`config.mk`:
```
export PLATFORM = sky130hd
export DESIGN_NAME = rv_branch_unit
export DESIGN_NICKNAME = d
export VERILOG_FILES = /design/src/verilog/rv_id_pkg.sv /design/src/verilog/rv_branch_unit.sv
export VERILOG_INCLUDE_DIRS = /design/src /design/src/verilog
export SDC_FILE = /design/constraint.sdc
export NUM_CORES = 1
export LEC_CHECK = 0
export ABC_CLOCK_PERIOD_IN_PS = 3500
export BUFFER_PORTS_ARGS = -buffer_cell sky130_fd_sc_hd__buf_2
export CAP_MARGIN = 10
export CORE_UTILIZATION = 49
export DETAILED_ROUTE_END_ITERATION = 16
export PLACE_DENSITY = 0.91
export REMOVE_ABC_BUFFERS = 1
export SLEW_MARGIN = 20
export SYNTH_ARGS = -nofsm -noshare
export SYNTH_HDL_FRONTEND = slang
export SYNTH_SLANG_ARGS = --single-unit
export TNS_END_PERCENT = 20
```
`constraint.sdc`:
```
create_clock -name vclk -period 3.5
set_input_delay 0.35 -clock vclk [all_inputs]
set_output_delay 0.35 -clock vclk [all_outputs]
set_load 0.01 [all_outputs]
```
`src/verilog/rv_id_macros.svh`:
```
// RV64I decode constants (opcodes, funct3, ALU ops, widths), included by the RTL and the testbench
`ifndef RV_ID_MACROS_SVH
`define RV_ID_MACROS_SVH

`define RV_XLEN        64
`define RV_INST_W      32
`define RV_REG_ADDR_W  5
`define RV_NUM_REGS    32
`define RV_ALU_OP_W    4

`define RV_OPC_LUI       7'b0110111
`define RV_OPC_AUIPC     7'b0010111
`define RV_OPC_JAL       7'b1101111
`define RV_OPC_JALR      7'b1100111
`define RV_OPC_BRANCH    7'b1100011
`define RV_OPC_LOAD      7'b0000011
`define RV_OPC_STORE     7'b0100011
`define RV_OPC_OP        7'b0110011
`define RV_OPC_OP_IMM    7'b0010011
`define RV_OPC_OP_32     7'b0111011
`define RV_OPC_OP_IMM_32 7'b0011011

`define RV_F3_BEQ  3'b000
`define RV_F3_BNE  3'b001
`define RV_F3_BLT  3'b100
`define RV_F3_BGE  3'b101
`define RV_F3_BLTU 3'b110
`define RV_F3_BGEU 3'b111

`define RV_ALU_ADD  4'd0
`define RV_ALU_SUB  4'd1
`define RV_ALU_SLL  4'd2
`define RV_ALU_SLT  4'd3
`define RV_ALU_SLTU 4'd4
`define RV_ALU_XOR  4'd5
`define RV_ALU_SRL  4'd6
`define RV_ALU_SRA  4'd7
`define RV_ALU_OR   4'd8
`define RV_ALU_AND  4'd9
`define RV_ALU_LUI  4'd10  // pass imm through

`endif
```
`src/verilog/rv_id_pkg.sv`:
```
// vector types shared by the decode stage modules, imported where a module needs them
`include "rv_id_macros.svh"

package rv_id_pkg;

  // data, pc and immediate values
  typedef logic [`RV_XLEN-1:0]       xlen_t;

  typedef logic [`RV_INST_W-1:0]     inst_t;

  typedef logic [`RV_REG_ADDR_W-1:0] reg_addr_t;

  typedef logic [`RV_ALU_OP_W-1:0]   alu_op_t;

  // load/store size and sign, straight from funct3
  typedef logic [2:0]                mem_op_t;

endpackage

```
`src/verilog/rv_branch_unit.sv`:
```
// branch and jump resolution in decode, drives the redirect target back to fetch
`timescale 1ns/1ns
`include "rv_id_macros.svh"

module rv_branch_unit (
  input  logic             i_ds_valid,
  input  logic             i_bren,
  input  logic             i_jal,
  input  logic             i_jalr,
  input  logic [2:0]       i_br_func,
  input  rv_id_pkg::xlen_t i_rs1_data,
  input  rv_id_pkg::xlen_t i_rs2_data,
  input  rv_id_pkg::xlen_t i_pc,
  input  rv_id_pkg::xlen_t i_imm,
  input  logic             i_load_stall,
  output logic             o_br_taken,
  output rv_id_pkg::xlen_t o_br_target,
  output logic             o_br_stall
);
  import rv_id_pkg::*;

  logic  cond;
  logic  lt_s;
  logic  lt_u;
  xlen_t jalr_sum;

  assign lt_s = $signed(i_rs1_data) < $signed(i_rs2_data);
  assign lt_u = i_rs1_data < i_rs2_data;

  always_comb begin
    case (i_br_func)
      `RV_F3_BEQ:  cond = (i_rs1_data == i_rs2_data);
      `RV_F3_BNE:  cond = (i_rs1_data != i_rs2_data);
      `RV_F3_BLT:  cond = lt_s;
      `RV_F3_BGE:  cond = ~lt_s;
      `RV_F3_BLTU: cond = lt_u;
      `RV_F3_BGEU: cond = ~lt_u;
      default:     cond = 1'b0;
    endcase
  end

  assign jalr_sum    = i_rs1_data + i_imm;
  assign o_br_target = i_jalr ? {jalr_sum[63:1], 1'b0} : i_pc + i_imm;
  assign o_br_taken  = i_ds_valid & (i_jal | i_jalr | (i_bren & cond));
  // operands may still change, fetch must not trust the target yet
  assign o_br_stall  = o_br_taken & i_load_stall;

endmodule

```
==> impl_metrics.toml <==
[placement]
dp_cells = 2245
port_buffers = 330
place_congestion = 1.06
dp_hpwl_mm = 34.0

[worst_setup_path]
crit_path_max_incr_delay_ns = 0.45
worst-path-buf-inv = 5
end_kind = "output pin"
crit_type = "input pin to output pin"
startpoint_type = "input pin"
cp.arrival_ns = 3.55
slowest_stage = "a2111oi_2"
cp_max_fo = 5
worst_ep_required_time_ns = 3.15
critical_path.cell_chain = "buf_8, inv_4, fa_2, nand2b_4, a211oi_4, o211ai_1, a2111oi_2, buf_4, nor2_4, o211ai_1, buf_4, a22o_4, a31oi_4, xor2_1, mux2i_1, buf_2"
critical_path.top_delay_family = "compound AO/OA/AOI/OAI gates"

[finish]
drive_above_1_share_pct = 39.3
post-route-util_pct = 77.7
layout.nets = 2462
seq_area_um2 = 0
area_delta_synth_final_pct = 53.8
final_cell_mix = "318 x buf_2, 304 x buf_4, 159 x ha_1, 145 x a21oi_1, 131 x nand2_1"
layout.cells.non_filler = 2268
design.seq.count = 0
clockBufferCount = 0
layout_commonest_cell = "buf_2"

[global_route]
grt_pass1_wl_mm = 65.5
antenna_found_initial = 5
overflow = 0
grt_max_degree = 60
grt_usage_pct = 40.0
grt_pass1_vias = 14051

[routing]
vias = 14865
wl_met3_mm = 5.31
route.met2.wl_mm = 20.6
viasPerCell = 6.55
drtAntennaViolNets = 0
drc = 0
first_pass_iters = 9
wirelength_mm = 46.0
drt_first_iter_violations = 1583
post_drt_wl_per_cell_um = 20.3
highest_layer = "met5"
wl_met1_mm = 15.6

[sta]
finalCriticalPeriod_ns = 3.90
rsz0062_at_grt = "true"
slew_violations = 0
holdWs_ns = 1.00
max_slew.worst_pin.slew_ns = 0.904
fmax_ghz = 0.257
hold_violations = 0
fin_ws_ns = -0.396
setup_viol_count_final = 37
period_share_pct = 111
slew_headroom_pct = 38.2

[yosys]
synth_top_area_share_pct = 24.8
synth_top_cell_by_area = "ha_1"
synth_cell_type_count = 69
ys_warn_count = 0
syn_area_per_cell_um2 = 6.68
synth_area_leaders = "ha_1 25%, a21oi_1 9.0%, a21o_1 7.6%"
synth-seq-area-share_pct = 0
synthCells = 1428
syn_area_um2 = 9550

[power]
power_frac_clock_pct = 0
p_per_area_nw_per_um2 = 205
swShare_pct = 54.5
p_leak_nw = 7.63
p_switching_mw = 1.64
p_comb_share_pct = 100.0
p_int_mw = 1.37
max-vdd-ir-drop_v = 0.000140
seqPwrFrac_pct = 0

[outcome]
outcome = "finished, violations left"
violations = "negative setup slack"

[floorplanning]
rows = 50
start_util_pct = 50.5
num_io_pins = 330
dieArea_um2 = 20000
core_um2 = 18900
die_y_um = 142
die_x_um = 142

[worst_hold_path]
hold_path.class = "input pin to output pin"

[flow_run]
maxCapViolations = 0
power by group through the flow:
stage               sequential (mW)  combinational, mW     clock, mW
floorplan                         0               1.47             0
global placement                  0               2.46             0
detailed placement                0               2.56             0
CTS                               0               2.67             0
global route                      0               3.19  0.0000000382
finish                            0               3.01  0.0000000611
stage by stage:
stage	setup WS (ns)	area [µm²]	setup TNS (ns)	total power, mW
2_1_floorplan	-0.0445	9320	-0.0445	1.47
3_3_place_gp	-0.481	13400	-6.52	2.46
3_5_place_dp	-0.617	13400	-9.26	2.56
4_1_cts	-0.234	13900	-1.87	2.67
5_1_grt	-0.655	14700	-10.78	3.19
6_report	-0.396	14700	-5.61	3.01
worst min-delay path, delay by kind of cell:
family / cells / cell delay [ns]
buffers and inverters: 2 / 0.22
AND/OR/NAND/NOR: 2 / 0.08
synth_stat cells, drive strengths merged, types with 16 or more instances:
cell type  instances
xnor2             55
clkbuf            45
nand3             32
o21bai            26
a21oi            171
inv               98
nand2            135
ha               189
nor2             111
o211ai            20
nand4             37
xor2              61
a21o              96
nor3              28
o21ai             98
a31oi             16
path summary, 6_finish.rpt:
kind	cells after the start	start	slack, ns	end
setup / recovery	16	i_imm[1]	-0.40	o_br_target[62]
hold / removal	4	i_load_stall	1.00	o_br_stall
final cells by class:
cell class	count	area, µm²
multi-input cells	1274	9980
inverters	98	370
well taps	260	325
repair buffers	633	4000
fillers	1172	4210
diodes	3	7.51
kinds of logic (layout without fill, tap and decap cells):
family	Yosys count	after routing	share of synthesized area (%)
buffers and inverters	154	731	6.25
other	0	3	0
AND/OR/NAND/NOR	424	424	20.9
XOR/XNOR	116	116	10.6
multiplexers	14	14	1.48
AO/OA/AOI/OAI	529	529	35.5
adder cells (fa/ha/maj)	191	191	25.2
timing repair:
item,4_1_cts,5_1_grt
buffers inserted,11,12
endpoints found under the setup margin,38,47
resized for setup,79,138
pin swaps,36,64
hold buffers,0,0
routing by layer:
metal	vias up	GRT usage, %
met5	-	0
li1	6453	-
met1	6649	44.1
met4	4	28.5
met2	1296	69.2
met3	463	7.56
Note: power is estimated with default switching activity, not from simulation.
