===== src/verilog/rv_id_macros.svh =====
// RV64I decode constants (opcodes, funct3, ALU ops, widths), included by the RTL and the testbench
`ifndef RV_ID_MACROS_SVH
`define RV_ID_MACROS_SVH

`define RV_XLEN        64
`define RV_INST_W      32
`define RV_REG_ADDR_W  5
`define RV_NUM_REGS    32
`define RV_ALU_OP_W    4

`define RV_OPC_LUI       7'b0110111
`define RV_OPC_AUIPC     7'b0010111
`define RV_OPC_JAL       7'b1101111
`define RV_OPC_JALR      7'b1100111
`define RV_OPC_BRANCH    7'b1100011
`define RV_OPC_LOAD      7'b0000011
`define RV_OPC_STORE     7'b0100011
`define RV_OPC_OP        7'b0110011
`define RV_OPC_OP_IMM    7'b0010011
`define RV_OPC_OP_32     7'b0111011
`define RV_OPC_OP_IMM_32 7'b0011011

`define RV_F3_BEQ  3'b000
`define RV_F3_BNE  3'b001
`define RV_F3_BLT  3'b100
`define RV_F3_BGE  3'b101
`define RV_F3_BLTU 3'b110
`define RV_F3_BGEU 3'b111

`define RV_ALU_ADD  4'd0
`define RV_ALU_SUB  4'd1
`define RV_ALU_SLL  4'd2
`define RV_ALU_SLT  4'd3
`define RV_ALU_SLTU 4'd4
`define RV_ALU_XOR  4'd5
`define RV_ALU_SRL  4'd6
`define RV_ALU_SRA  4'd7
`define RV_ALU_OR   4'd8
`define RV_ALU_AND  4'd9
`define RV_ALU_LUI  4'd10  // pass imm through

`endif

===== src/verilog/rv_id_pkg.sv =====
// vector types shared by the decode stage modules, imported where a module needs them
`include "rv_id_macros.svh"

package rv_id_pkg;

  // data, pc and immediate values
  typedef logic [`RV_XLEN-1:0]       xlen_t;

  typedef logic [`RV_INST_W-1:0]     inst_t;

  typedef logic [`RV_REG_ADDR_W-1:0] reg_addr_t;

  typedef logic [`RV_ALU_OP_W-1:0]   alu_op_t;

  // load/store size and sign, straight from funct3
  typedef logic [2:0]                mem_op_t;

endpackage


===== src/verilog/rv_id_latch.sv =====
// decode stage occupancy and instruction/pc register, handles the fetch-to-execute handshake
`timescale 1ns/1ns

module rv_id_latch (
  input  logic             i_clk,
  input  logic             i_arst_n,
  input  logic             i_fs_to_ds_valid,
  input  rv_id_pkg::inst_t i_fs_inst,
  input  rv_id_pkg::xlen_t i_fs_pc,
  input  logic             i_es_allowin,
  input  logic             i_load_stall,
  output logic             o_ds_allowin,
  output logic             o_ds_valid,
  output logic             o_ds_to_es_valid,
  output rv_id_pkg::inst_t o_inst,
  output rv_id_pkg::xlen_t o_pc
);
  import rv_id_pkg::*;

  logic  ds_ready_go;
  inst_t inst_r;
  xlen_t pc_r;

  assign ds_ready_go      = ~i_load_stall;
  // empty, or the current one leaves this edge
  assign o_ds_allowin     = ~o_ds_valid | (ds_ready_go & i_es_allowin);
  assign o_ds_to_es_valid = o_ds_valid & ds_ready_go;

  always_ff @(posedge i_clk or negedge i_arst_n) begin
    if (!i_arst_n) begin
      o_ds_valid <= 1'b0;
    end else if (o_ds_allowin) begin
      o_ds_valid <= i_fs_to_ds_valid;
    end
  end

  always_ff @(posedge i_clk) begin
    if (i_fs_to_ds_valid && o_ds_allowin) begin  // accepting edge
      inst_r <= i_fs_inst;
      pc_r   <= i_fs_pc;
    end
  end

  assign o_inst = inst_r;
  assign o_pc   = pc_r;

endmodule


===== config.mk =====
export PLATFORM = sky130hd
export DESIGN_NAME = rv_id_latch
export DESIGN_NICKNAME = d
export VERILOG_FILES = /design/src/verilog/rv_id_pkg.sv /design/src/verilog/rv_id_latch.sv
export VERILOG_INCLUDE_DIRS = /design/src /design/src/verilog
export SDC_FILE = /design/constraint.sdc
export NUM_CORES = 1
export LEC_CHECK = 0
export ABC_AREA = 1
export BUFFER_PORTS_ARGS = -buffer_cell sky130_fd_sc_hd__buf_4
export CAP_MARGIN = 20
export CORE_UTILIZATION = 41
export CTS_CLUSTER_SIZE = 40
export DETAILED_ROUTE_END_ITERATION = 16
export GPL_TIMING_DRIVEN = 1
export PLACE_DENSITY_LB_ADDON = 0.05
export RECOVER_POWER = 50
export SETUP_SLACK_MARGIN = 0.1
export SLEW_MARGIN = 20
export SYNTH_ARGS = -nofsm -noshare
export SYNTH_HDL_FRONTEND = slang
export SYNTH_SLANG_ARGS = --single-unit

===== constraint.sdc =====
create_clock -name i_clk -period 8 [get_ports i_clk]
set_input_delay 0.8 -clock i_clk [delete_from_list [all_inputs] [get_ports i_clk]]
set_output_delay 0.8 -clock i_clk [all_outputs]
set_load 0.01 [all_outputs]

==> metrics.yaml, run 1 <==
clk_latency_ns: 0.34
crit_top_cell: "buf_4"
die_h_um: 86.7
fin_area_um2: 4610
fmax_ghz: 0.488
postCtsHoldBufs: 0
die_x_um: 86.7
vias: 1795
syn_inst: 105
ant_nets: 0
skew_ns: 0.00426
use_met2_pct: 25.0
met1_usage_pct: 14.9
viasPerCell: 4.30
clockRootBuffer: "clkbuf_8"
yosysWarnings: 0
slew_headroom_pct: 45.0
antenna_cells: 0
grt_pass1_vias: 1707
grt_pass1_wl_mm: 8.05
endpoint_kind: "output port"
drv_slew: 0
finalSetupViolCount: 0
outcome: "completed"
hold_viol: 0
cts_tree: "done"
critPathKind: "input pin to output port"
path_clk_slew_ns: 0.08
worstSetupStartpointType: "input pin"
synth_area_per_cell_um2: 28.0
finalWirelength_mm: 5.95
cts_buffer_depth: 2
busiest_layer: "met2"
placed_area_um2: 4580
drc: 0
synth_fp_nets: 206
gr-total-overflow: 0
final_net_count: 417
ctsResizeCount: 0
nFillCells: 545
fin_hold_ws_ns: 0.230
period_minus_slack_ns: 2.05
worst-endpoint-required_ns: 7.20
grt_max_degree: 97
cts_htree_levels: 3
finalSetupTns_ns: 0
post_cts_buffers: 0
die-area_um2: 7520
syn_area_um2: 2940
antenna_found_initial: 0
synth_area_leaders: "edfxtp_1 (98%), dfrtp_1 (0.85%), nand2_2 (0.42%)"
fin_cells: 417
slowest_delay_ns: 0.11
cts_sinks: 97
netlist.area_leader.share_pct: 97.9
cts_buffers: 9
hold_class: "input pin to asynchronous set/reset pin"
drv_cap: 0
arrival_ns: 1.25
place_congestion: 0.699
port_buffers: 199
rsz0062_at_grt: "no"
yosys.area.top_type: "edfxtp_1"
ys_seq_area_share_pct: 98.8
wl_per_cell_um: 14.3
initial_core_util_pct: 42.9
fin_ws_ns: 5.95
path_cells: "buf_4, inv_1, nand2_1, nand2_2, buf_4"
area_delta_synth_final_pct: 56.5
drtIter0Drc: 50
dp_cells: 401
ir_drop_mv: 0.134
fin_crit_sh_pct: 25.6
powerDensity_nw_per_um2: 219
met3_usage_pct: 7.71
synth-seq-cells: 97
core_area_um2: 6870
track_usage_pct: 15.5
ys_types: 7
path_max_fanout: 2
drive_above_1_share_pct: 52.0
dr.pass1.iters: 4
dpl_worst_slack_ns: 5.51
cpMaxStageDelayCell: "buf_4"
worst_pin_slew_ns: 0.826
p_leak_nw: 1.80
ios: 200
rows: 30
synth_stat cells:
cell	instances
nand2_1	1
nand2_2	2
dfrtp_1	1
edfxtp_1	96
a21oi_1	1
nor2_1	1
inv_1	3
critical path: cells and delay by family:
family / cells / cell delay (ns)
and+or+nand+nor: 2 / 0.18
buffers and inverters: 3 / 0.26
per-stage QoR:
stage,total power [mW],utilization (%)
final,1.01,67.1
after global routing,1.05,67.1
after global placement,0.703,66.6
after floorplan,0.633,-
after CTS,1.03,69.7
after detailed placement,0.705,66.6
final cells by class:
class,count,area (um^2),share of cell area (%)
clock buffer,10,128,2.77
multi-input combinational,5,33.8,0.733
tap,96,120,2.61
clock inverter,6,82.6,1.79
sequential,97,2910,63.1
inverter,3,11.3,0.244
timing repair buffer,200,1330,28.8
routing by layer:
layer  wire, um  vias to the layer above  part of all wire, %
met2       2960                      125                   50
met1       1950                      808                   33
li1           -                      836                    -
met3        729                       26                   12
met4        309                        0                  5.2
met5          0                        -                    0
registers in the layout, summed over array words and instances, names as in the netlist:
register	flops
o_inst	32
o_pc	64
o_ds_valid	1
kinds of logic after synthesis:
| logic type | synth area share (%) |
|---|---|
| simple gates | 0.680 |
| buf+inv | 0.382 |
| flops | 98.8 |
| compound gates | 0.170 |
where the power goes:
group          switching [mW]  internal (mW)  leakage [nW]
clock network           0.155          0.174        0.0976
registers             0.00584          0.588         0.904
logic                  0.0398         0.0471         0.800
total                   0.201          0.809          1.80
cells in the final DEF (no fill, tap or decap), types with 2 or more instances in the layout:
master / n
clkinvlp_4: 2
inv_1: 3
clkbuf_8: 9
bufinv_16: 2
clkbuf_1: 49
buf_4: 54
clkbuf_4: 97
edfxtp_1: 96
nand2_1: 2
clkinv_1: 2
path summary, 6_finish.rpt:
path | cells past startpoint | slack, ns | to | startpoint
worst max-delay path | 5 | 5.95 | o_ds_allowin | i_load_stall
worst min-delay path | 1 | 0.23 | o_ds_valid | i_arst_n
worst max register to register | 2 | 6.33 | o_pc[37] | o_ds_valid
worst min register to register | 2 | 0.63 | o_ds_valid | o_ds_valid
max in group asynchronous | 1 | 7.69 | o_ds_valid | i_arst_n
min in group i_clk | 2 | 0.63 | o_ds_valid | o_ds_valid
Power figures use the tool's default switching activity.
==> run 2: changes to the inputs <==
clock period = 1.9 ns   (was 8 ns; I/O delays follow)
==> run 2 against run 1 <==
Non-clock buffer count rose by 92. Routed wire length rose by 31%. Setup slack got worse by 5.4 ns. Critical path type is now flip-flop to flip-flop. Critical endpoint is now o_pc[48]. Largest cell class unchanged. Largest power group unchanged.
==> metrics.yaml, run 2 (same netlist as run 1, synthesis figures left out) <==
outcome: "completed"  # unchanged
final_net_count: 509  # was 417
die-area_um2: 7520  # unchanged
gr-total-overflow: 0  # unchanged
endpoint_kind: "flip-flop"  # was output port
highest_layer: "met4"  # unchanged
p_leak_nw: 2.18  # was 1.80 nW
clk_latency_ns: 0.35  # was 0.34 ns
path_clk_slew_ns: 0.09  # was 0.08 ns
hold_depth: 1
path_max_fanout: 49  # was 2
die_h_um: 86.7  # unchanged
post_cts_buffers: 0  # unchanged
met2WireLength_mm: 4.33  # was 2.96 mm
drv_slew: 0  # unchanged
fin_ws_ns: 0.579  # was 5.95 ns
power.total_mw: 4.31  # was 1.01 mW
wl_per_cell_um: 15.3  # was 14.3 um
ios: 200  # unchanged
die_x_um: 86.7  # unchanged
drive_above_1_share_pct: 40.7  # was 52.0%
hold_viol: 0  # unchanged
worstSetupStartpointType: "flip-flop"  # was input pin
drc: 0  # unchanged
grt_pass1_wl_mm: 10.4  # was 8.05 mm
drt-met1-wl_mm: 2.71  # was 1.95 mm
rsz0062_at_grt: "no"  # unchanged
fin_crit_sh_pct: 69.5
worstHoldEndpoint: "o_pc[29]"
cts_sinks: 97  # unchanged
ff2ff_setup_slack_ns: 0.58  # was 6.33 ns
vias: 2150  # was 1795
core_area_um2: 6870  # unchanged
arrival_ns: 1.36  # was 1.25 ns
rows: 30  # unchanged
clockRootBuffer: "clkbuf_8"  # unchanged
critPathKind: "flip-flop to flip-flop"  # was input pin to output port
reg2reg_depth: 2  # unchanged
finalSetupViolCount: 0  # unchanged
viasPerCell: 4.22  # was 4.30
cts_buffers: 9  # unchanged
cts_buffer_depth: 2  # unchanged
grt_pass1_vias: 2053  # was 1707
ctsResizeCount: 0  # unchanged
antenna_found_initial: 0  # unchanged
r2r-start: "o_ds_valid"  # unchanged
met3_length_um: 642  # was 729 um
grt_max_degree: 50  # was 97
worst_pin_slew_ns: 0.265  # was 0.826 ns
ant_nets: 0  # unchanged
port_buffers: 199  # unchanged
cts_htree_levels: 3  # unchanged
hp-start: "i_fs_pc[29]"
drtIter0Drc: 92  # was 50
worst-endpoint-required_ns: 1.94  # was 7.20 ns
fmax_ghz: 0.757
hold_class: "input pin to flip-flop"  # was input pin to asynchronous set/reset pin
track_usage_pct: 19.5  # was 15.5%
cts_tree: "done"  # unchanged
finalWirelength_mm: 7.79  # was 5.95 mm
skew_ns: 0.00621  # was 0.00426 ns
initial_core_util_pct: 42.9  # unchanged
drv_cap: 0  # unchanged
antenna_cells: 0  # unchanged
place_congestion: 0.704  # was 0.699
dpl_worst_slack_ns: 0.621  # was 5.51 ns
period_minus_slack_ns: 1.32
area_delta_synth_final_pct: 87.6  # was 56.5%
ir_drop_mv: 0.575  # was 0.134 mV
powerDensity_nw_per_um2: 780  # was 219 nW/um^2
slew_headroom_pct: 82.3  # was 45.0%
final_cell_mix: "clkbuf_4 (96), edfxtp_1 (96), dlygate4sd3_1 (91)"  # was clkbuf_4 (97), edfxtp_1 (96), buf_4 (54)
dr.pass1.iters: 4  # unchanged
largest_reg_flops: 64  # unchanged
dpl.hpwl_mm: 4.56
rr_endpoint: "o_pc[48]"  # was o_pc[37]
run 2: changes by cell type in the layout (fill, tap and decap cells not counted), sizes merged:
| cell | before | now |
|---|---|---|
| bufinv | 2 | 1 |
| clkinvlp | 2 | 1 |
| buf | 55 | 56 |
| dlygate4sd3 | 0 | 91 |
| clkinv | 2 | 4 |
run 2: stage by stage:
stage	std cells	hold slack [ns]	util [%]	setup TNS [ns]	cell area (um^2)
after floorplan	105	-0.106	-	-56.67	2960
final	509	0.0398	80.4	0	5520
after CTS	488	0.0000488	80.0	0	5500
after detailed placement	402	-0.0267	67.1	0	4610
after global placement	402	-0.0284	67.1	0	4610
after global routing	509	0.0244	80.4	0	5520
run 2: how the worst max path moves through the flow:
stage | start | endpoint | slack (ns) | cells past startpoint
2_1_floorplan | o_ds_valid | o_inst[0] | -0.59 | 1
3_3_place_gp | o_ds_valid | o_inst[19] | 0.64 | 2
3_5_place_dp | o_ds_valid | o_inst[19] | 0.62 | 2
4_1_cts | o_ds_valid | o_pc[46] | 0.61 | 2
5_1_grt | o_ds_valid | o_pc[41] | 0.54 | 2
6_report | o_ds_valid | o_pc[48] | 0.58 | 2
run 2: per-layer routing:
metal,track usage [%],up-vias
li1,-,1021
met4,9.09,0
met3,7.24,11
met1,20.0,997
met2,35.4,121
met5,0,-
run 2: power by group:
| part | total (mW) | switching, mW | internal (mW) | leakage, nW |
|---|---|---|---|---|
| Sequential | 2.50 | 0.0272 | 2.47 | 0.904 |
| Combinational | 0.539 | 0.209 | 0.329 | 1.19 |
| Clock | 1.27 | 0.670 | 0.601 | 0.0913 |
| Total | 4.31 | 0.907 | 3.40 | 2.18 |
run 2: cell type report:
type / count / area [um^2]
flip-flops and latches: 97 / 2910
well taps: 96 / 120
clock inverters: 6 / 58.8
repair buffers: 292 / 2260
multi-input cells: 5 / 36.3
clock buffers: 10 / 128
fillers: 398 / 1350
inverters: 3 / 11.3
run 2: worst max-delay path, cell delays in order (launching register included):
cell and delay, ns:
dfrtp_1 0.45, a21oi_4 0.24, buf_12 0.28
run 2: timing repair:
action                                  in CTS  in global routing
hold endpoints to repair                    70                 21
endpoints found under the setup margin       0                  0
hold buffers                                70                 21
