$ cat src/verilog/rv_id_macros.svh
// RV64I decode constants (opcodes, funct3, ALU ops, widths), included by the RTL and the testbench
`ifndef RV_ID_MACROS_SVH
`define RV_ID_MACROS_SVH

`define RV_XLEN        64
`define RV_INST_W      32
`define RV_REG_ADDR_W  5
`define RV_NUM_REGS    32
`define RV_ALU_OP_W    4

`define RV_OPC_LUI       7'b0110111
`define RV_OPC_AUIPC     7'b0010111
`define RV_OPC_JAL       7'b1101111
`define RV_OPC_JALR      7'b1100111
`define RV_OPC_BRANCH    7'b1100011
`define RV_OPC_LOAD      7'b0000011
`define RV_OPC_STORE     7'b0100011
`define RV_OPC_OP        7'b0110011
`define RV_OPC_OP_IMM    7'b0010011
`define RV_OPC_OP_32     7'b0111011
`define RV_OPC_OP_IMM_32 7'b0011011

`define RV_F3_BEQ  3'b000
`define RV_F3_BNE  3'b001
`define RV_F3_BLT  3'b100
`define RV_F3_BGE  3'b101
`define RV_F3_BLTU 3'b110
`define RV_F3_BGEU 3'b111

`define RV_ALU_ADD  4'd0
`define RV_ALU_SUB  4'd1
`define RV_ALU_SLL  4'd2
`define RV_ALU_SLT  4'd3
`define RV_ALU_SLTU 4'd4
`define RV_ALU_XOR  4'd5
`define RV_ALU_SRL  4'd6
`define RV_ALU_SRA  4'd7
`define RV_ALU_OR   4'd8
`define RV_ALU_AND  4'd9
`define RV_ALU_LUI  4'd10  // pass imm through

`endif
$ cat src/verilog/rv_id_pkg.sv
// vector types shared by the decode stage modules, imported where a module needs them
`include "rv_id_macros.svh"

package rv_id_pkg;

  // data, pc and immediate values
  typedef logic [`RV_XLEN-1:0]       xlen_t;

  typedef logic [`RV_INST_W-1:0]     inst_t;

  typedef logic [`RV_REG_ADDR_W-1:0] reg_addr_t;

  typedef logic [`RV_ALU_OP_W-1:0]   alu_op_t;

  // load/store size and sign, straight from funct3
  typedef logic [2:0]                mem_op_t;

endpackage

$ cat src/verilog/rv_inst_decode.sv
// combinational RV64I decoder, turns one instruction word into fields, immediate and controls
`timescale 1ns/1ns
`include "rv_id_macros.svh"

module rv_inst_decode (
  input  rv_id_pkg::inst_t     i_inst,
  output rv_id_pkg::reg_addr_t o_rs1,
  output rv_id_pkg::reg_addr_t o_rs2,
  output rv_id_pkg::reg_addr_t o_rd,
  output rv_id_pkg::xlen_t     o_imm,
  output rv_id_pkg::alu_op_t   o_alu_op,
  output logic                 o_alu_src1_pc,
  output logic                 o_alu_src2_imm,
  output logic                 o_word_sel,
  output logic                 o_gpr_wen,
  output logic                 o_mem_ren,
  output logic                 o_mem_wen,
  output logic                 o_load,
  output logic                 o_bren,
  output logic                 o_jal,
  output logic                 o_jalr,
  output rv_id_pkg::mem_op_t   o_mem_op,
  output logic [2:0]           o_br_func,
  output logic                 o_invalid
);
  import rv_id_pkg::*;

  logic [6:0] opcode;
  logic [2:0] funct3;
  logic       funct7_b5;  // sub and sra
  logic       reg_form;
  logic       use_rs1;
  logic       use_rs2;
  xlen_t      imm_i;
  xlen_t      imm_s;
  xlen_t      imm_b;
  xlen_t      imm_u;
  xlen_t      imm_j;
  alu_op_t    arith_op;

  assign opcode    = i_inst[6:0];
  assign funct3    = i_inst[14:12];
  assign funct7_b5 = i_inst[30];
  assign reg_form  = (opcode == `RV_OPC_OP) || (opcode == `RV_OPC_OP_32);

  assign imm_i = {{52{i_inst[31]}}, i_inst[31:20]};
  assign imm_s = {{52{i_inst[31]}}, i_inst[31:25], i_inst[11:7]};
  assign imm_b = {{51{i_inst[31]}}, i_inst[31], i_inst[7], i_inst[30:25], i_inst[11:8], 1'b0};
  assign imm_u = {{32{i_inst[31]}}, i_inst[31:12], 12'b0};
  assign imm_j = {{43{i_inst[31]}}, i_inst[31], i_inst[19:12], i_inst[20], i_inst[30:21], 1'b0};

  // shared by OP, OP-IMM and the word forms
  always_comb begin
    case (funct3)
      3'b000:  arith_op = (reg_form && funct7_b5) ? `RV_ALU_SUB : `RV_ALU_ADD;
      3'b001:  arith_op = `RV_ALU_SLL;
      3'b010:  arith_op = `RV_ALU_SLT;
      3'b011:  arith_op = `RV_ALU_SLTU;
      3'b100:  arith_op = `RV_ALU_XOR;
      3'b101:  arith_op = funct7_b5 ? `RV_ALU_SRA : `RV_ALU_SRL;
      3'b110:  arith_op = `RV_ALU_OR;
      default: arith_op = `RV_ALU_AND;
    endcase
  end

  always_comb begin
    o_imm          = imm_i;
    o_alu_op       = `RV_ALU_ADD;
    o_alu_src1_pc  = 1'b0;
    o_alu_src2_imm = 1'b0;
    o_word_sel     = 1'b0;
    o_gpr_wen      = 1'b0;
    o_mem_ren      = 1'b0;
    o_mem_wen      = 1'b0;
    o_load         = 1'b0;
    o_bren         = 1'b0;
    o_jal          = 1'b0;
    o_jalr         = 1'b0;
    o_invalid      = 1'b0;
    use_rs1        = 1'b0;
    use_rs2        = 1'b0;
    case (opcode)
      `RV_OPC_LUI: begin
        o_imm          = imm_u;
        o_alu_op       = `RV_ALU_LUI;
        o_alu_src2_imm = 1'b1;
        o_gpr_wen      = 1'b1;
      end
      `RV_OPC_AUIPC: begin
        o_imm          = imm_u;
        o_alu_src1_pc  = 1'b1;
        o_alu_src2_imm = 1'b1;
        o_gpr_wen      = 1'b1;
      end
      // pc as src1 without imm means the link value pc + 4
      `RV_OPC_JAL: begin
        o_imm         = imm_j;
        o_alu_src1_pc = 1'b1;
        o_gpr_wen     = 1'b1;
        o_jal         = 1'b1;
      end
      `RV_OPC_JALR: begin
        o_alu_src1_pc = 1'b1;
        o_gpr_wen     = 1'b1;
        o_jalr        = 1'b1;
        use_rs1       = 1'b1;
      end
      `RV_OPC_BRANCH: begin
        o_imm   = imm_b;
        o_bren  = 1'b1;
        use_rs1 = 1'b1;
        use_rs2 = 1'b1;
      end
      `RV_OPC_LOAD: begin
        o_alu_src2_imm = 1'b1;
        o_gpr_wen      = 1'b1;
        o_mem_ren      = 1'b1;
        o_load         = 1'b1;
        use_rs1        = 1'b1;
      end
      `RV_OPC_STORE: begin
        o_imm          = imm_s;
        o_alu_src2_imm = 1'b1;
        o_mem_wen      = 1'b1;
        use_rs1        = 1'b1;
        use_rs2        = 1'b1;
      end
      `RV_OPC_OP, `RV_OPC_OP_32: begin
        o_alu_op   = arith_op;
        o_word_sel = (opcode == `RV_OPC_OP_32);
        o_gpr_wen  = 1'b1;
        use_rs1    = 1'b1;
        use_rs2    = 1'b1;
      end
      `RV_OPC_OP_IMM, `RV_OPC_OP_IMM_32: begin
        o_alu_op       = arith_op;
        o_alu_src2_imm = 1'b1;
        o_word_sel     = (opcode == `RV_OPC_OP_IMM_32);
        o_gpr_wen      = 1'b1;
        use_rs1        = 1'b1;
      end
      default: o_invalid = 1'b1;
    endcase
  end

  // unused source fields read as x0 so they never raise a false hazard
  assign o_rs1     = use_rs1 ? i_inst[19:15] : '0;
  assign o_rs2     = use_rs2 ? i_inst[24:20] : '0;
  assign o_rd      = o_gpr_wen ? i_inst[11:7] : '0;
  assign o_mem_op  = funct3;
  assign o_br_func = funct3;

endmodule

$ cat config.mk
export PLATFORM = sky130hd
export DESIGN_NAME = rv_inst_decode
export DESIGN_NICKNAME = d
export VERILOG_FILES = /design/src/verilog/rv_id_pkg.sv /design/src/verilog/rv_inst_decode.sv
export VERILOG_INCLUDE_DIRS = /design/src /design/src/verilog
export SDC_FILE = /design/constraint.sdc
export NUM_CORES = 1
export LEC_CHECK = 0
export BUFFER_PORTS_ARGS = -buffer_cell sky130_fd_sc_hd__buf_2
export CAP_MARGIN = 20
export CORE_UTILIZATION = 39
export DETAILED_ROUTE_END_ITERATION = 8
export PLACE_DENSITY_LB_ADDON = 0.1
export SLEW_MARGIN = 10
export SYNTH_ARGS = -nofsm -noshare
export SYNTH_HDL_FRONTEND = slang
export SYNTH_SLANG_ARGS = --single-unit
$ cat constraint.sdc
create_clock -name vclk -period 4.6
set_clock_uncertainty 0.05 [all_clocks]
set_input_delay 0.69 -clock vclk [all_inputs]
set_output_delay 0.69 -clock vclk [all_outputs]
set_load 0.005 [all_outputs]
==> results of run 1 <==
==> cell usage in the layout, fill, tap and decap left out, types with 4 or more instances in the layout <==
| cell | n |
|---|---|
| buf_2 | 132 |
| a21o_1 | 12 |
| and2_1 | 11 |
| nand2_1 | 11 |
| a21oi_1 | 10 |
| nor2b_1 | 8 |
| nor3b_1 | 7 |
| mux2_2 | 7 |
| and3_1 | 5 |
| inv_1 | 5 |
| a22o_1 | 4 |
==> cell families after synthesis <==
logic type | synth area share [%]
buffers and inverters | 33.7
AND/OR/NAND/NOR | 30.4
multiplexers | 9.44
AO/OA/AOI/OAI | 26.5
==> routing by layer <==
metal / up-vias / track usage [%] / wire (µm)
met5: - / 0 / 0
met4: 0 / 1.05 / 0
met3: 0 / 1.38 / 170
met2: 57 / 31.3 / 1590
met1: 616 / 25.8 / 1430
li1: 709 / - / -
==> stage by stage <==
step	setup slack [ns]	cells	power [W]	hold slack [ns]
floorplan	2.15	166	0.0000743	1.40
global placement	1.66	278	0.000110	1.58
detailed placement	1.60	278	0.000110	1.57
CTS	1.60	278	0.000111	1.57
global route	1.45	278	0.000122	1.58
finish	1.66	278	0.000110	1.57
==> how the worst min path moves through the flow <==
stage	start	end	slack, ns	depth (start not counted)
CTS	i_inst[13]	o_mem_op[1]	1.57	2
detailed placement	i_inst[13]	o_mem_op[1]	1.57	2
global route	i_inst[13]	o_mem_op[1]	1.58	2
floorplan	i_inst[7]	o_rd[0]	1.40	2
finish	i_inst[13]	o_mem_op[1]	1.57	2
global placement	i_inst[13]	o_mem_op[1]	1.58	2
==> where the power goes <==
group          internal [W]  switching [W]  total [W]  leakage, nW
sequential                0              0          0            0
combinational     0.0000539      0.0000557   0.000110        0.915
clock                     0              0          0            0
==> final cells by class <==
cell class                 count  area, µm²  share of cell area (%)
timing repair buffer         132        661                    44.4
tap                           31       38.8                    2.61
inverter                       6       22.5                    1.52
multi-input combinational    109        764                    51.4
==> critical path, delay by kind of cell <==
kind | cells | cell delay, ns
buffers and inverters | 3 | 0.59
AO/OA/AOI/OAI | 2 | 0.91
==> run_results.csv, run 1 <==
group,metric,value,unit
run_status,status,"complete, no violations",
grt,grt_max_degree,42,
placement,place_area,1490,µm²
grt,first_global_vias,1073,
setup_path,crit_required,3.86,ns
finish,n_sequential_cell,0,
sta,tightest_slew,0.820,ns
detailed_routing,antenna_left,0,
sta,timing.fmax,340,MHz
power,powerDensity,73.7,nW/µm²
synth,synth_area_leaders,"buf_4 28%, a21o_1 7.8%, mux2_2 6.8%",
floorplan,die_height,56.4,µm
sta,slew_headroom,45.4,%
floorplan,rows,19,
sta,fin_crit,2.94,ns
detailed_routing,drt_first_pass_iters,4,
synth,synth_common_cells,"43 x buf_4, 12 x a21o_1, 11 x and2_1, 11 x nand2_1, 10 x a21oi_1",
floorplan,io_pins,132,
grt,gr-total-overflow,0,
detailed_routing,drt_iter0_drc,48,
finish,antenna_cells,0,
finish,final_core_util,53.4,%
detailed_routing,via_count,1382,
synth,synthCells,166,
floorplan,start_util,41.5,%
finish,synthToLayoutAreaGrowth,28.9,%
synth,yosysUniqueCellTypes,38,
sta,min_period_over_period,64.0,%
finish,area.sequential,0,µm²
synth,synth.yosys.seq_area_share,0,%
synth,synth_area,1150,µm²
synth,ys_warn_count,0,
floorplan,die_x,56.4,µm
detailed_routing,viasPerCell,4.97,
synth,postSynthAreaPerCell,6.95,µm²
setup_path,cp.arrival,2.20,ns
floorplan,core_area,2780,µm²
power,p_leak,0.915,nW
setup_path,crit_slowest_cell,"a21oi_1",
grt,grt_pass1_wl,4940,µm
finish,final_area,1490,µm²
grt,antenna_found_initial,0,
synth,syn-num-nets,198,
setup_path,crit_path_max_fanout,41,
clock_network,post_cts_resized,0,
setup_path,endpoint,"o_imm[11]",
sta,finalSetupTns,0,ns
finish,drive_gt1_share,57.5,%
finish,fill_cells,298,
finish,fin_nets,281,
detailed_routing,wirelength,3200,µm
placement,port_buffers,132,
sta,drv_slew,0,
sta,setup_viol,0,
synth,yosys.area.top_type,"buf_4",
detailed_routing,wl_per_cell,11.5,µm
placement,gp_congestion,0.805,
setup_path,crit_top_cell,"buf_2",
detailed_routing,drc,0,
placement,post-dp-hpwl,2630,µm
synth,yosysMostFrequentCell,"buf_4",
flow_run,drv_cap,0,
setup_path,critPathKind,"input pin to output pin",
setup_path,cp-start-kind,"input pin",
setup_path,critPathMaxStageDelay,0.66,ns
setup_path,crit_start,"i_inst[31]",
hold_path,min_path_type,"input pin to output pin",
setup_path,end_kind,"output pin",
clock_network,holdBufCountCts,0,
power,ir_worst_vdd,47.7,µV
sta,rsz0062_at_grt,"no",
finish,nClkBuffers,0,
sta,hold_viol,0,
setup_path,path_cells,"buf_2 -> inv_1 -> a21oi_1 -> a221o_1 -> buf_2",
grt,track_usage,18.2,%
synth,synth_top_cell_area_share,28.0,%
floorplan,dieArea,3180,µm²
clock_network,cts_setup_buffers,0,
(Power assumes the default switching activity.)
==> inputs of run 2 (changes only) <==
--- a/config.mk
+++ b/config.mk
@@ -6,9 +6,10 @@
 export SDC_FILE = /design/constraint.sdc
 export NUM_CORES = 1
 export LEC_CHECK = 0
+export ABC_AREA = 1
 export BUFFER_PORTS_ARGS = -buffer_cell sky130_fd_sc_hd__buf_2
 export CAP_MARGIN = 20
-export CORE_UTILIZATION = 39
+export CORE_UTILIZATION = 32
 export DETAILED_ROUTE_END_ITERATION = 8
 export PLACE_DENSITY_LB_ADDON = 0.1
 export SLEW_MARGIN = 10
==> constraint.sdc (replaced) <==
create_clock -name vclk -period 2.7
set_clock_uncertainty 0.05 [all_clocks]
set_input_delay 0.405 -clock vclk [all_inputs]
set_output_delay 0.405 -clock vclk [all_outputs]
set_load 0.005 [all_outputs]
==> run 2 against run 1 <==
  * Design area increased by 1.6%
  * First-iteration DRC count increased by 23%
  * Hold slack got worse by 0.60 ns
  * Cell count increased by 23%
  * Synthesized area decreased by 3.4%
  * Setup slack got worse by 1.1 ns
  * Critical path type unchanged
  * Critical endpoint is now o_imm[17]
  * Largest cell class is now non-clock buffers
==> run_results.csv, run 2 <==
group,metric,value,unit
synth,synthAdderAreaFrac,0,%
clock_network,post_cts_resized,0,
synth,postSynthAreaPerCell,5.41,µm²
synth,yosys.area_share.simple,37.5,%
sta,hold_viol,0,
floorplan,dieArea,3720,µm²
finish,fin_nets,330,
floorplan,rows,21,
grt,antenna_found_initial,0,
floorplan,start_util,33.4,%
setup_path,cp.arrival,1.70,ns
detailed_routing,drt_first_pass_iters,4,
synth,synth_top_family_by_area,"buffers and inverters",
setup_path,crit_path_max_fanout,15,
placement,gp_congestion,0.838,
synth,synth_top_cell_area_share,26.9,%
setup_path,cp-start-kind,"input pin",
flow_run,drv_cap,0,
finish,n_sequential_cell,0,
setup_path,crit_slowest_cell,"nor2_4",
placement,placed_cells,342,
setup_path,critPathKind,"input pin to output pin",
setup_path,critPathMaxStageDelay,0.35,ns
setup_path,crit_required,2.25,ns
finish,final_common_cell,"buf_2",
detailed_routing,wl_per_cell,8.94,µm
synth,synth_common_cells,"42 x inv_1, 41 x nand2_1, 40 x buf_4, 23 x nor2_1, 19 x o21ai_0",
setup_path,worst_path_dominant_cell_family,"simple AND/OR/NAND/NOR gates",
setup_path,crit_start,"i_inst[1]",
finish,antenna_cells,0,
sta,drv_slew,0,
power,ir_worst_vdd,41.8,µV
sta,finalSetupTns,0,ns
setup_path,path_buf_inv,3,
detailed_routing,wirelength,3060,µm
hold_path,min_from,"i_inst[14]",
sta,fin_crit,2.16,ns
synth,syn-num-nets,238,
sta,timing.fmax,464,MHz
grt,gr-total-overflow,0,
floorplan,die_x,61.0,µm
synth,yosys.area.top_type,"buf_4",
grt,grt_max_degree,34,
setup_path,end_kind,"output pin",
synth,synth-xor-area-share,0,%
finish,stdcell_count,342,
power,p_leak,1.11,nW
detailed_routing,drt_iter0_drc,59,
finish,nClkBuffers,0,
synth,synth_compound_area_share,16.9,%
synth,yosysUniqueCellTypes,23,
clock_network,holdBufCountCts,0,
sta,hold_ws,0.968,ns
placement,post-dp-hpwl,2700,µm
hold_path,min_path_type,"input pin to output pin",
synth,ys_warn_count,0,
grt,grt_pass1_wl,4420,µm
setup_path,path_cells,"buf_2 -> nand2_2 -> nor3_4 -> nand2_4 -> inv_6 -> nor2_4 -> nand2_4 -> o21ai_2 -> buf_2",
synth,synthCells,206,
finish,fill_cells,379,
finish,mostFrequentLayoutCells,"132 x buf_2, 42 x inv_1, 41 x nand2_1",
synth,synth_area,1110,µm²
sta,min_period_over_period,79.9,%
detailed_routing,viasPerCell,4.06,
power,power,0.000175,W
detailed_routing,antenna_left,0,
sta,setup_viol,0,
placement,port_buffers,132,
clock_network,cts_setup_buffers,0,
run_status,status,"complete, no violations",
synth,synth.yosys.seq_area_share,0,%
sta,rsz0062_at_grt,"no",
synth,synth_area_leaders,"buf_4 27%, inv_1 14%, nand2_1 14%",
floorplan,core_area,3340,µm²
floorplan,io_pins,132,
sta,slew_headroom,73.3,%
detailed_routing,drc,0,
sta,tightest_slew,0.400,ns
synth,yosysMostFrequentCell,"inv_1",
grt,first_global_vias,976,
finish,drive_gt1_share,53.7,%
finish,synthToLayoutAreaGrowth,35.5,%
power,powerDensity,116,nW/µm²
finish,area.sequential,0,µm²
detailed_routing,via_count,1388,
synth,synthMuxAreaShare,0,%
grt,track_usage,14.9,%
floorplan,die_height,61.0,µm
## run 2: cell type report
type                       count  area, µm²  share of cell area, %
timing repair buffer         133        668                   44.2
multi-input combinational    117        607                   40.2
inverter                      46        178                   11.8
tap                           46       57.6                   3.81
## run 2: worst paths after layout
kind                      end  slack [ns]  depth (start not counted)
setup / recovery    o_imm[17]        0.54                          9
hold / removal    o_mem_op[2]        0.97                          2
## run 2: kinds of logic after synthesis
logic type / count (synthesis)
AOI/OAI and AO/OA: 31
buffers and inverters: 89
and+or+nand+nor: 86
## run 2: report_power, final
group / switching, W / leakage, nW / internal (W)
clock: 0 / 0 / 0
combinational: 0.0000954 / 1.11 / 0.0000799
sequential: 0 / 0 / 0
## run 2: stage by stage
step	worst slack, ns	cell area (µm²)	util [%]
CTS	0.538	1510	45.3
floorplan	1.01	1110	-
finish	0.544	1510	45.3
global placement	0.561	1510	45.3
detailed placement	0.523	1510	45.3
global route	0.377	1510	45.3
## run 2: routing by layer
layer	vias up	global-route usage, %	routed length (µm)
met1	566	23.5	1400
met3	0	0.840	209
met4	0	0	0
li1	760	-	-
met5	-	0	0
met2	62	23.4	1450
