### config.mk
export PLATFORM = sky130hd
export DESIGN_NAME = rv_operand_bypass
export DESIGN_NICKNAME = d
export VERILOG_FILES = /design/src/verilog/rv_id_pkg.sv /design/src/verilog/rv_operand_bypass.sv
export VERILOG_INCLUDE_DIRS = /design/src /design/src/verilog
export SDC_FILE = /design/constraint.sdc
export NUM_CORES = 1
export LEC_CHECK = 0
export ABC_AREA = 0
export BUFFER_PORTS_ARGS = -buffer_cell sky130_fd_sc_hd__buf_2
export CELL_PAD_IN_SITES_DETAIL_PLACEMENT = 1
export CELL_PAD_IN_SITES_GLOBAL_PLACEMENT = 1
export CORE_AREA = 2 2 183 185
export DETAILED_ROUTE_END_ITERATION = 8
export DIE_AREA = 0 0 185 187
export GPL_TIMING_DRIVEN = 1
export PLACE_DENSITY_LB_ADDON = 0.25
export REMOVE_ABC_BUFFERS = 1
export SYNTH_ARGS = -nofsm -noshare
export SYNTH_HDL_FRONTEND = slang
export SYNTH_SLANG_ARGS = --single-unit
### constraint.sdc
create_clock -name vclk -period 3.3
set_input_delay 0.165 -clock vclk [all_inputs]
set_output_delay 0.165 -clock vclk [all_outputs]
set_load 0.01 [all_outputs]
### src/verilog/rv_id_macros.svh
// RV64I decode constants (opcodes, funct3, ALU ops, widths), included by the RTL and the testbench
`ifndef RV_ID_MACROS_SVH
`define RV_ID_MACROS_SVH

`define RV_XLEN        64
`define RV_INST_W      32
`define RV_REG_ADDR_W  5
`define RV_NUM_REGS    32
`define RV_ALU_OP_W    4

`define RV_OPC_LUI       7'b0110111
`define RV_OPC_AUIPC     7'b0010111
`define RV_OPC_JAL       7'b1101111
`define RV_OPC_JALR      7'b1100111
`define RV_OPC_BRANCH    7'b1100011
`define RV_OPC_LOAD      7'b0000011
`define RV_OPC_STORE     7'b0100011
`define RV_OPC_OP        7'b0110011
`define RV_OPC_OP_IMM    7'b0010011
`define RV_OPC_OP_32     7'b0111011
`define RV_OPC_OP_IMM_32 7'b0011011

`define RV_F3_BEQ  3'b000
`define RV_F3_BNE  3'b001
`define RV_F3_BLT  3'b100
`define RV_F3_BGE  3'b101
`define RV_F3_BLTU 3'b110
`define RV_F3_BGEU 3'b111

`define RV_ALU_ADD  4'd0
`define RV_ALU_SUB  4'd1
`define RV_ALU_SLL  4'd2
`define RV_ALU_SLT  4'd3
`define RV_ALU_SLTU 4'd4
`define RV_ALU_XOR  4'd5
`define RV_ALU_SRL  4'd6
`define RV_ALU_SRA  4'd7
`define RV_ALU_OR   4'd8
`define RV_ALU_AND  4'd9
`define RV_ALU_LUI  4'd10  // pass imm through

`endif
### src/verilog/rv_id_pkg.sv
// vector types shared by the decode stage modules, imported where a module needs them
`include "rv_id_macros.svh"

package rv_id_pkg;

  // data, pc and immediate values
  typedef logic [`RV_XLEN-1:0]       xlen_t;

  typedef logic [`RV_INST_W-1:0]     inst_t;

  typedef logic [`RV_REG_ADDR_W-1:0] reg_addr_t;

  typedef logic [`RV_ALU_OP_W-1:0]   alu_op_t;

  // load/store size and sign, straight from funct3
  typedef logic [2:0]                mem_op_t;

endpackage

### src/verilog/rv_operand_bypass.sv
// operand forwarding from execute, memory and write-back, plus load-use hazard detect
`timescale 1ns/1ns

module rv_operand_bypass (
  input  rv_id_pkg::reg_addr_t i_rs1,
  input  rv_id_pkg::reg_addr_t i_rs2,
  input  rv_id_pkg::xlen_t     i_rf_rs1,
  input  rv_id_pkg::xlen_t     i_rf_rs2,
  input  rv_id_pkg::reg_addr_t i_es_rd,
  input  rv_id_pkg::xlen_t     i_es_result,
  input  logic                 i_es_load,
  input  rv_id_pkg::reg_addr_t i_ms_rd,
  input  rv_id_pkg::xlen_t     i_ms_result,
  input  rv_id_pkg::reg_addr_t i_ws_rd,
  input  rv_id_pkg::xlen_t     i_ws_result,
  output rv_id_pkg::xlen_t     o_rs1_data,
  output rv_id_pkg::xlen_t     o_rs2_data,
  output logic                 o_load_stall
);
  import rv_id_pkg::*;

  // x0 results are never forwarded
  function automatic logic hit(input reg_addr_t rd, input reg_addr_t src);
    return (rd != '0) && (rd == src);
  endfunction

  logic es_hit1;
  logic es_hit2;

  assign es_hit1 = hit(i_es_rd, i_rs1);
  assign es_hit2 = hit(i_es_rd, i_rs2);

  // youngest producer wins
  assign o_rs1_data = es_hit1               ? i_es_result :
                      hit(i_ms_rd, i_rs1) ? i_ms_result :
                      hit(i_ws_rd, i_rs1) ? i_ws_result :
                                            i_rf_rs1;

  assign o_rs2_data = es_hit2               ? i_es_result :
                      hit(i_ms_rd, i_rs2) ? i_ms_result :
                      hit(i_ws_rd, i_rs2) ? i_ws_result :
                                            i_rf_rs2;

  assign o_load_stall = i_es_load & (es_hit1 | es_hit2);  // load data not back yet

endmodule

==> results of run 1 <==
## kinds of logic after synthesis
group / share of synthesized area [%]
AND/OR/NAND/NOR: 18.1
AO/OA/AOI/OAI: 56.4
XOR/XNOR: 5.42
buffers and inverters: 20.2
## worst max-delay path by stage
stage	endpoint	cells past startpoint	slack, ps	from
after floorplan	o_rs1_data[0]	5	-710	i_ms_rd[3]
after global placement	o_rs2_data[11]	8	1070	i_ws_rd[0]
after detailed placement	o_rs2_data[53]	8	1070	i_ws_rd[0]
after CTS	o_rs2_data[53]	8	1080	i_ws_rd[0]
after global routing	o_rs2_data[63]	8	970	i_ws_rd[0]
final	o_rs2_data[53]	8	1080	i_ws_rd[0]
## power by group
group / leakage [nW] / total [W] / switching, W / internal, W
Combinational: 3.90 / 0.00112 / 0.000603 / 0.000514
Sequential: 0 / 0 / 0 / 0
Clock: 0.0000634 / 0.000000000406 / 0 / 0.000000000406
Total: 3.90 / 0.00112 / 0.000603 / 0.000514
## metrics by stage
step                      setup WS [ps]  std cells  power, W  util, %
after global placement             1070       1703   0.00112     22.9
after floorplan                    -710        762  0.000539        -
final                              1080       1713   0.00112     22.9
after global routing                974       1711   0.00122     22.9
after detailed placement           1070       1703   0.00112     22.9
after CTS                          1080       1703   0.00113     22.9
## cell usage in the layout, fill, tap and decap left out, types with 2 or more instances in the layout
cell type    n
o21ai_1    148
and4b_4      2
nand2_1    196
xor2_1      16
buf_2      475
and4_2       2
diode_2     10
o21ai_0    108
nor3_1       7
xnor2_1     14
buf_12       5
nor2_1       5
buf_4       13
o221a_1    128
inv_1      128
nand4_1      5
## worst max-delay path, cell delays in order
cell and delay, ps:
buf_2 130, xnor2_1 210, nand2_1 70, and4b_4 510, buf_4 460, o221a_1 260, o21ai_1 70, buf_2 140
## area by class of cell
class | instances | area (um^2) | area share [%]
multi-input cells | 634 | 3890 | 51.7
repair buffers | 493 | 2570 | 34.2
well taps | 448 | 561 | 7.44
inverters | 128 | 480 | 6.38
diodes | 10 | 25.0 | 0.332
## per-layer routing
layer,wire length (um),vias up,track usage (%)
met5,61,-,0
met4,537,10,3.60
met3,2740,36,3.84
met2,17100,352,34.2
met1,14000,3908,22.7
li1,-,3841,-
==> flow_summary.json, run 1 <==
{
  "dpl_cell_area_um2": 7510,
  "rsz0062_at_grt": "no",
  "synth.distinct_cells": 17,
  "worst_setup_path_end_kind": "output port",
  "rows": 67,
  "whs_ps": 642,
  "die_w_um": 185,
  "ir_worst_vdd_mv": 0.0630,
  "seqCellArea_um2": 0,
  "syn_avg_cell_area_um2": 5.69,
  "holdPathStages": 4,
  "synth_commonest_cells": "nand2_1 (197), o21ai_1 (148), inv_1 (128), o221a_1 (128), o21ai_0 (108)",
  "worstMarginPinSlew_ps": 992,
  "synth_top_area_share_pct": 29.8,
  "setup_tns_ps": 0,
  "layout-drive-gt1-share_pct": 39.8,
  "power_per_cell_area_nw_per_um2": 148,
  "grt_use_total_pct": 18.8,
  "post-route-min-period_ps": 2220,
  "synth_area_leader_cell": "o221a_1",
  "setup_viol": 0,
  "max_freq_mhz": 450,
  "ant_nets": 0,
  "hold_buffers": 0,
  "cp.required_ps": 3130,
  "min_period_over_period_pct": 67.3,
  "gp_congestion": 0.826,
  "grt_start_max_net_pins": 129,
  "vias": 8147,
  "nFillCells": 4369,
  "num-nets-final": 1603,
  "start_util_pct": 14.7,
  "hold_viol": 0,
  "leakagePower_nw": 3.90,
  "seq_cells": 0,
  "vias_per_cell": 4.76,
  "core_area_um2": 32900,
  "area_growth_pct": 55.5,
  "status": "completed",
  "timing.slew.headroom_pct": 33.9,
  "dieHeight_um": 187,
  "ioPinCount": 475,
  "netlist_top_cells_area": "o221a_1 (30%), o21ai_1 (15%), nand2_1 (15%)",
  "maxCapViolCount": 0,
  "ys_seq_area_share_pct": 0,
  "wl_per_cell_um": 20.1,
  "grt.overflow.total": 0,
  "min-delay-start": "i_es_result[49]",
  "syn_inst": 851,
  "slew_viol_final": 0,
  "worstPathArrival_ps": 2060,
  "cts_resized": 0,
  "drtIter0Drc": 286,
  "dpl.hpwl_um": 25100,
  "hold_end": "o_rs2_data[49]",
  "synth.most_common_cell": "nand2_1",
  "cts_setup_buffers": 0,
  "grt_first_pass_wirelength_um": 51100,
  "die_area_um2": 34600,
  "grt_pass1_vias": 8556,
  "dr.pass1.iters": 5,
  "ys_warn_count": 0,
  "antenna_found_initial": 15,
  "nClkBuffers": 0,
  "cp-start-kind": "input port",
  "hold_class": "in2out",
  "drt-total-wl_um": 34400,
  "drc": 0,
  "syn-cell-area_um2": 4840,
  "io_buffers": 475,
  "fin_area_um2": 7530,
  "crit_type": "in2out",
  "path_max_fanout": 27
}
Note: power is estimated with default switching activity, not from simulation.
==> run 2, diff against run 1 <==
--- a/config.mk
+++ b/config.mk
@@ -10,9 +10,9 @@
 export BUFFER_PORTS_ARGS = -buffer_cell sky130_fd_sc_hd__buf_2
 export CELL_PAD_IN_SITES_DETAIL_PLACEMENT = 1
 export CELL_PAD_IN_SITES_GLOBAL_PLACEMENT = 1
-export CORE_AREA = 2 2 183 185
+export CORE_AREA = 2 2 182 184
 export DETAILED_ROUTE_END_ITERATION = 8
-export DIE_AREA = 0 0 185 187
+export DIE_AREA = 0 0 184 186
 export GPL_TIMING_DRIVEN = 1
 export PLACE_DENSITY_LB_ADDON = 0.25
 export REMOVE_ABC_BUFFERS = 1
==> constraint.sdc (replaced) <==
create_clock -name vclk -period 2.2
set_input_delay 0.11 -clock vclk [all_inputs]
set_output_delay 0.11 -clock vclk [all_outputs]
set_load 0.01 [all_outputs]
==> flow_summary.json, run 2 (synthesized netlist as in run 1, its figures left out) <==
{
  "status": "completed",
  "drt-total-wl_um": 33900,
  "min_period_over_period_pct": 87.3,
  "vias_per_cell": 4.89,
  "worst_setup_path_end_kind": "output port",
  "seqCellArea_um2": 0,
  "final_cell_mix": "buf_2 (475), nand2_1 (196), o21ai_1 (148)",
  "cts_resized": 0,
  "dpl.hpwl_um": 26000,
  "crit_cells": 8,
  "setup_viol": 0,
  "cp_cell_sequence": "buf_2 > nor3_1 > nand2_2 > and4b_2 > buf_4 > o221a_1 > o21ai_1 > buf_2",
  "cp_num_buf_inv": 3,
  "hold_buffers": 0,
  "gp_congestion": 0.857,
  "rsz0062_at_grt": "no",
  "post-route-min-period_ps": 1920,
  "slowest_stage": "o221a_1",
  "ant_nets": 0,
  "timing.slew.headroom_pct": 59.4,
  "wl_per_cell_um": 20.3,
  "power_per_cell_area_nw_per_um2": 223,
  "worstPathArrival_ps": 1810,
  "io_buffers": 475,
  "seq_cells": 0,
  "grt.overflow.total": 0,
  "grt_start_max_net_pins": 129,
  "die_area_um2": 34200,
  "hold_class": "in2out",
  "vias": 8185,
  "min-delay-start": "i_es_result[59]",
  "antenna_found_initial": 7,
  "rows": 66,
  "nFillCells": 4266,
  "grt_use_total_pct": 18.2,
  "cp-start-kind": "input port",
  "ir_worst_vdd_mv": 0.0638,
  "cp.required_ps": 2090,
  "cts_setup_buffers": 0,
  "maxCapViolCount": 0,
  "die_w_um": 184,
  "layout-drive-gt1-share_pct": 39.9,
  "start_util_pct": 15.0,
  "cp-startpoint": "i_ws_rd[0]",
  "max_freq_mhz": 521,
  "fin_area_um2": 7590,
  "worstMarginPinSlew_ps": 609,
  "dieHeight_um": 186,
  "drtIter0Drc": 264,
  "crit_top_cell": "buf_2",
  "final_common_cell": "buf_2",
  "dr.pass1.iters": 6,
  "core_area_um2": 32200,
  "hold_end": "o_rs2_data[59]",
  "dpl_cell_area_um2": 7570,
  "crit_type": "in2out",
  "ioPinCount": 475,
  "critPathMaxStageDelay_ps": 320,
  "crit_family": "simple AND/OR/NAND/NOR gates",
  "hold_viol": 0,
  "grt_pass1_vias": 8879,
  "area_growth_pct": 56.7,
  "holdPathStages": 4,
  "grt_first_pass_wirelength_um": 49300,
  "num-nets-final": 1606,
  "slew_viol_final": 0,
  "nClkBuffers": 0,
  "power_w": 0.00169,
  "leakagePower_nw": 3.95,
  "drc": 0,
  "path_max_fanout": 33
}
[run 2: stage by stage]
stage / instances / TNS, ps / utilization, % / setup WS, ps / hold slack, ps
CTS: 1666 / 0 / 23.5 / 291 / 537
finish: 1673 / 0 / 23.6 / 279 / 537
global route: 1672 / 0 / 23.6 / 137 / 558
floorplan: 762 / -205440 / - / -1700 / 343
detailed placement: 1666 / 0 / 23.5 / 296 / 537
global placement: 1666 / 0 / 23.5 / 309 / 537
[run 2: metal layers]
| metal | up-vias | part of all wire (%) | GRT usage [%] |
|---|---|---|---|
| li1 | 3838 | - | - |
| met1 | 3897 | 41 | 21.0 |
| met5 | - | 0.038 | 0 |
| met3 | 58 | 7.1 | 3.42 |
| met2 | 390 | 49 | 33.8 |
| met4 | 2 | 2.7 | 5.89 |
[run 2: area by class of cell]
type	count	area (um^2)	share of cell area (%)
Tap cell	408	510	6.73
Multi-Input combinational cell	634	3880	51.2
Inverter	128	480	6.33
Timing Repair Buffer	496	2700	35.5
Antenna cell	7	17.5	0.231
[run 2: how the worst max path moves through the flow]
stage                           to  slack [ps]
detailed placement   o_rs2_data[4]         300
CTS                  o_rs2_data[4]         290
finish              o_rs2_data[52]         280
global route        o_rs2_data[52]         140
floorplan            o_rs1_data[0]       -1700
global placement    o_rs1_data[38]         310
[run 2: power by group]
group,total (W),leakage (nW),switching [W],internal [W]
sequential,0,0,0,0
clock,0.000000000426,0.0000444,0,0.000000000426
combinational,0.00169,3.95,0.000911,0.000783
[run 2: worst min-delay path, stage by stage]
cell and delay (ps):
buf_2 90, nand2_1 40, o21ai_1 50, buf_2 130
==> run 3, diff against run 2 <==
--- a/config.mk
+++ b/config.mk
@@ -10,9 +10,9 @@
 export BUFFER_PORTS_ARGS = -buffer_cell sky130_fd_sc_hd__buf_2
 export CELL_PAD_IN_SITES_DETAIL_PLACEMENT = 1
 export CELL_PAD_IN_SITES_GLOBAL_PLACEMENT = 1
-export CORE_AREA = 2 2 182 184
+export CORE_AREA = 4 4 184 186
 export DETAILED_ROUTE_END_ITERATION = 8
-export DIE_AREA = 0 0 184 186
+export DIE_AREA = 0 0 188 190
 export GPL_TIMING_DRIVEN = 1
 export PLACE_DENSITY_LB_ADDON = 0.25
 export REMOVE_ABC_BUFFERS = 1
==> flow_summary.json, run 3 (synthesized netlist as in run 1, its figures left out) <==
{
  "timing.slew.headroom_pct": 61.3,
  "hold_class": "in2out",
  "num-nets-final": 1614,
  "max_freq_mhz": 506,
  "multi_input_area_um2": 3880,
  "seqCellArea_um2": 0,
  "nFillCells": 4272,
  "rsz0062_at_grt": "no",
  "crit_cells": 9,
  "vias": 8038,
  "ir_worst_vdd_mv": 0.0711,
  "rows": 66,
  "slowest_stage": "buf_12",
  "start_util_pct": 15.0,
  "final_common_cell": "buf_2",
  "die_w_um": 188,
  "hold_buffers": 0,
  "antenna_found_initial": 5,
  "internal-power_w": 0.000796,
  "grtUsageMet1_pct": 21.8,
  "wl_per_cell_um": 20.3,
  "setup_viol": 0,
  "grt_use_total_pct": 18.0,
  "drc": 0,
  "dpl.hpwl_um": 27000,
  "drt-total-wl_um": 34700,
  "nClkBuffers": 0,
  "power_per_cell_area_nw_per_um2": 221,
  "critPathMaxStageDelay_ps": 260,
  "cp_cell_sequence": "buf_2 > xor2_1 > nor3_1 > nand4_1 > buf_12 > buf_12 > o221a_1 > o21ai_1 > buf_2",
  "ant_nets": 0,
  "final_core_util_pct": 23.9,
  "power_w": 0.00171,
  "path_max_fanout": 69,
  "cp.required_ps": 2090,
  "grt_use_met2_pct": 33.4,
  "core_area_um2": 32300,
  "p_switching_w": 0.000916,
  "grt.overflow.total": 0,
  "leakagePower_nw": 4.00,
  "post-route-min-period_ps": 1980,
  "busiest_layer": "met2",
  "area_growth_pct": 59.6,
  "whs_ps": 528,
  "gp_congestion": 0.849,
  "die_area_um2": 35700,
  "layout.cells.non_filler": 1711,
  "p_comb_share_pct": 100.0,
  "vias_per_cell": 4.70,
  "worstMarginPinSlew_ps": 581,
  "maxCapViolCount": 0,
  "cp-start-kind": "input port",
  "worstPathArrival_ps": 1870,
  "crit_family": "buffers and inverters",
  "met3_usage_pct": 3.56,
  "grt_start_max_net_pins": 70,
  "grt_first_pass_wirelength_um": 52000,
  "slew_viol_final": 0,
  "status": "completed",
  "seq_cells": 0,
  "setup_tns_ps": 0,
  "io_buffers": 475,
  "final_cell_mix": "buf_2 (475), nand2_1 (196), o21ai_1 (148)",
  "pwr-share-seq_pct": 0,
  "cts_setup_buffers": 0,
  "layout-drive-gt1-share_pct": 40.3,
  "cp-startpoint": "i_ms_rd[3]",
  "crit_end": "o_rs1_data[30]",
  "crit_type": "in2out",
  "grt_pass1_vias": 8553,
  "dr.pass1.iters": 5,
  "worst_setup_path_end_kind": "output port",
  "ioPinCount": 475,
  "netSwitchingFraction_pct": 53.5,
  "pwr-share-clk_pct": 0,
  "drtIter0Drc": 289,
  "min_period_over_period_pct": 89.9,
  "cts_resized": 0,
  "cp_num_buf_inv": 4,
  "post-place-cells": 1708,
  "dieHeight_um": 190,
  "hold_viol": 0
}
## run 3: worst min-delay path by stage
stage | startpoint | to | slack, ps | cells after the start
2_1_floorplan | i_es_result[0] | o_rs1_data[0] | 340 | 2
3_3_place_gp | i_es_result[25] | o_rs2_data[25] | 540 | 4
3_5_place_dp | i_es_result[25] | o_rs2_data[25] | 530 | 4
4_1_cts | i_es_result[25] | o_rs2_data[25] | 530 | 4
5_1_grt | i_es_result[62] | o_rs1_data[62] | 550 | 4
6_report | i_es_result[25] | o_rs2_data[25] | 530 | 4
## run 3: cell type report
cell class	instances	share of cell area (%)
well taps	442	7.15
repair buffers	504	36.3
inverters	128	6.21
multi-input cells	634	50.2
diodes	3	0.0971
## run 3: power by group through the flow
stage               clock network (W)  logic [W]  registers, W
floorplan                           0   0.000809             0
global placement                    0    0.00172             0
detailed placement                  0    0.00172             0
CTS                                 0    0.00173             0
global route           0.000000000182    0.00188             0
finish                 0.000000000182    0.00171             0
## run 3: per-layer routing
metal / vias up / part of all wire (%)
met1: 3824 / 40
met5: - / 0.061
met3: 28 / 6.8
li1: 3854 / -
met4: 4 / 1.8
met2: 328 / 51
## run 3: stage by stage
stage / setup WS (ps) / area, um^2
2_1_floorplan: -1700 / 4350
3_3_place_gp: 244 / 7720
3_5_place_dp: 195 / 7720
4_1_cts: 195 / 7720
5_1_grt: 124 / 7730
6_report: 223 / 7730
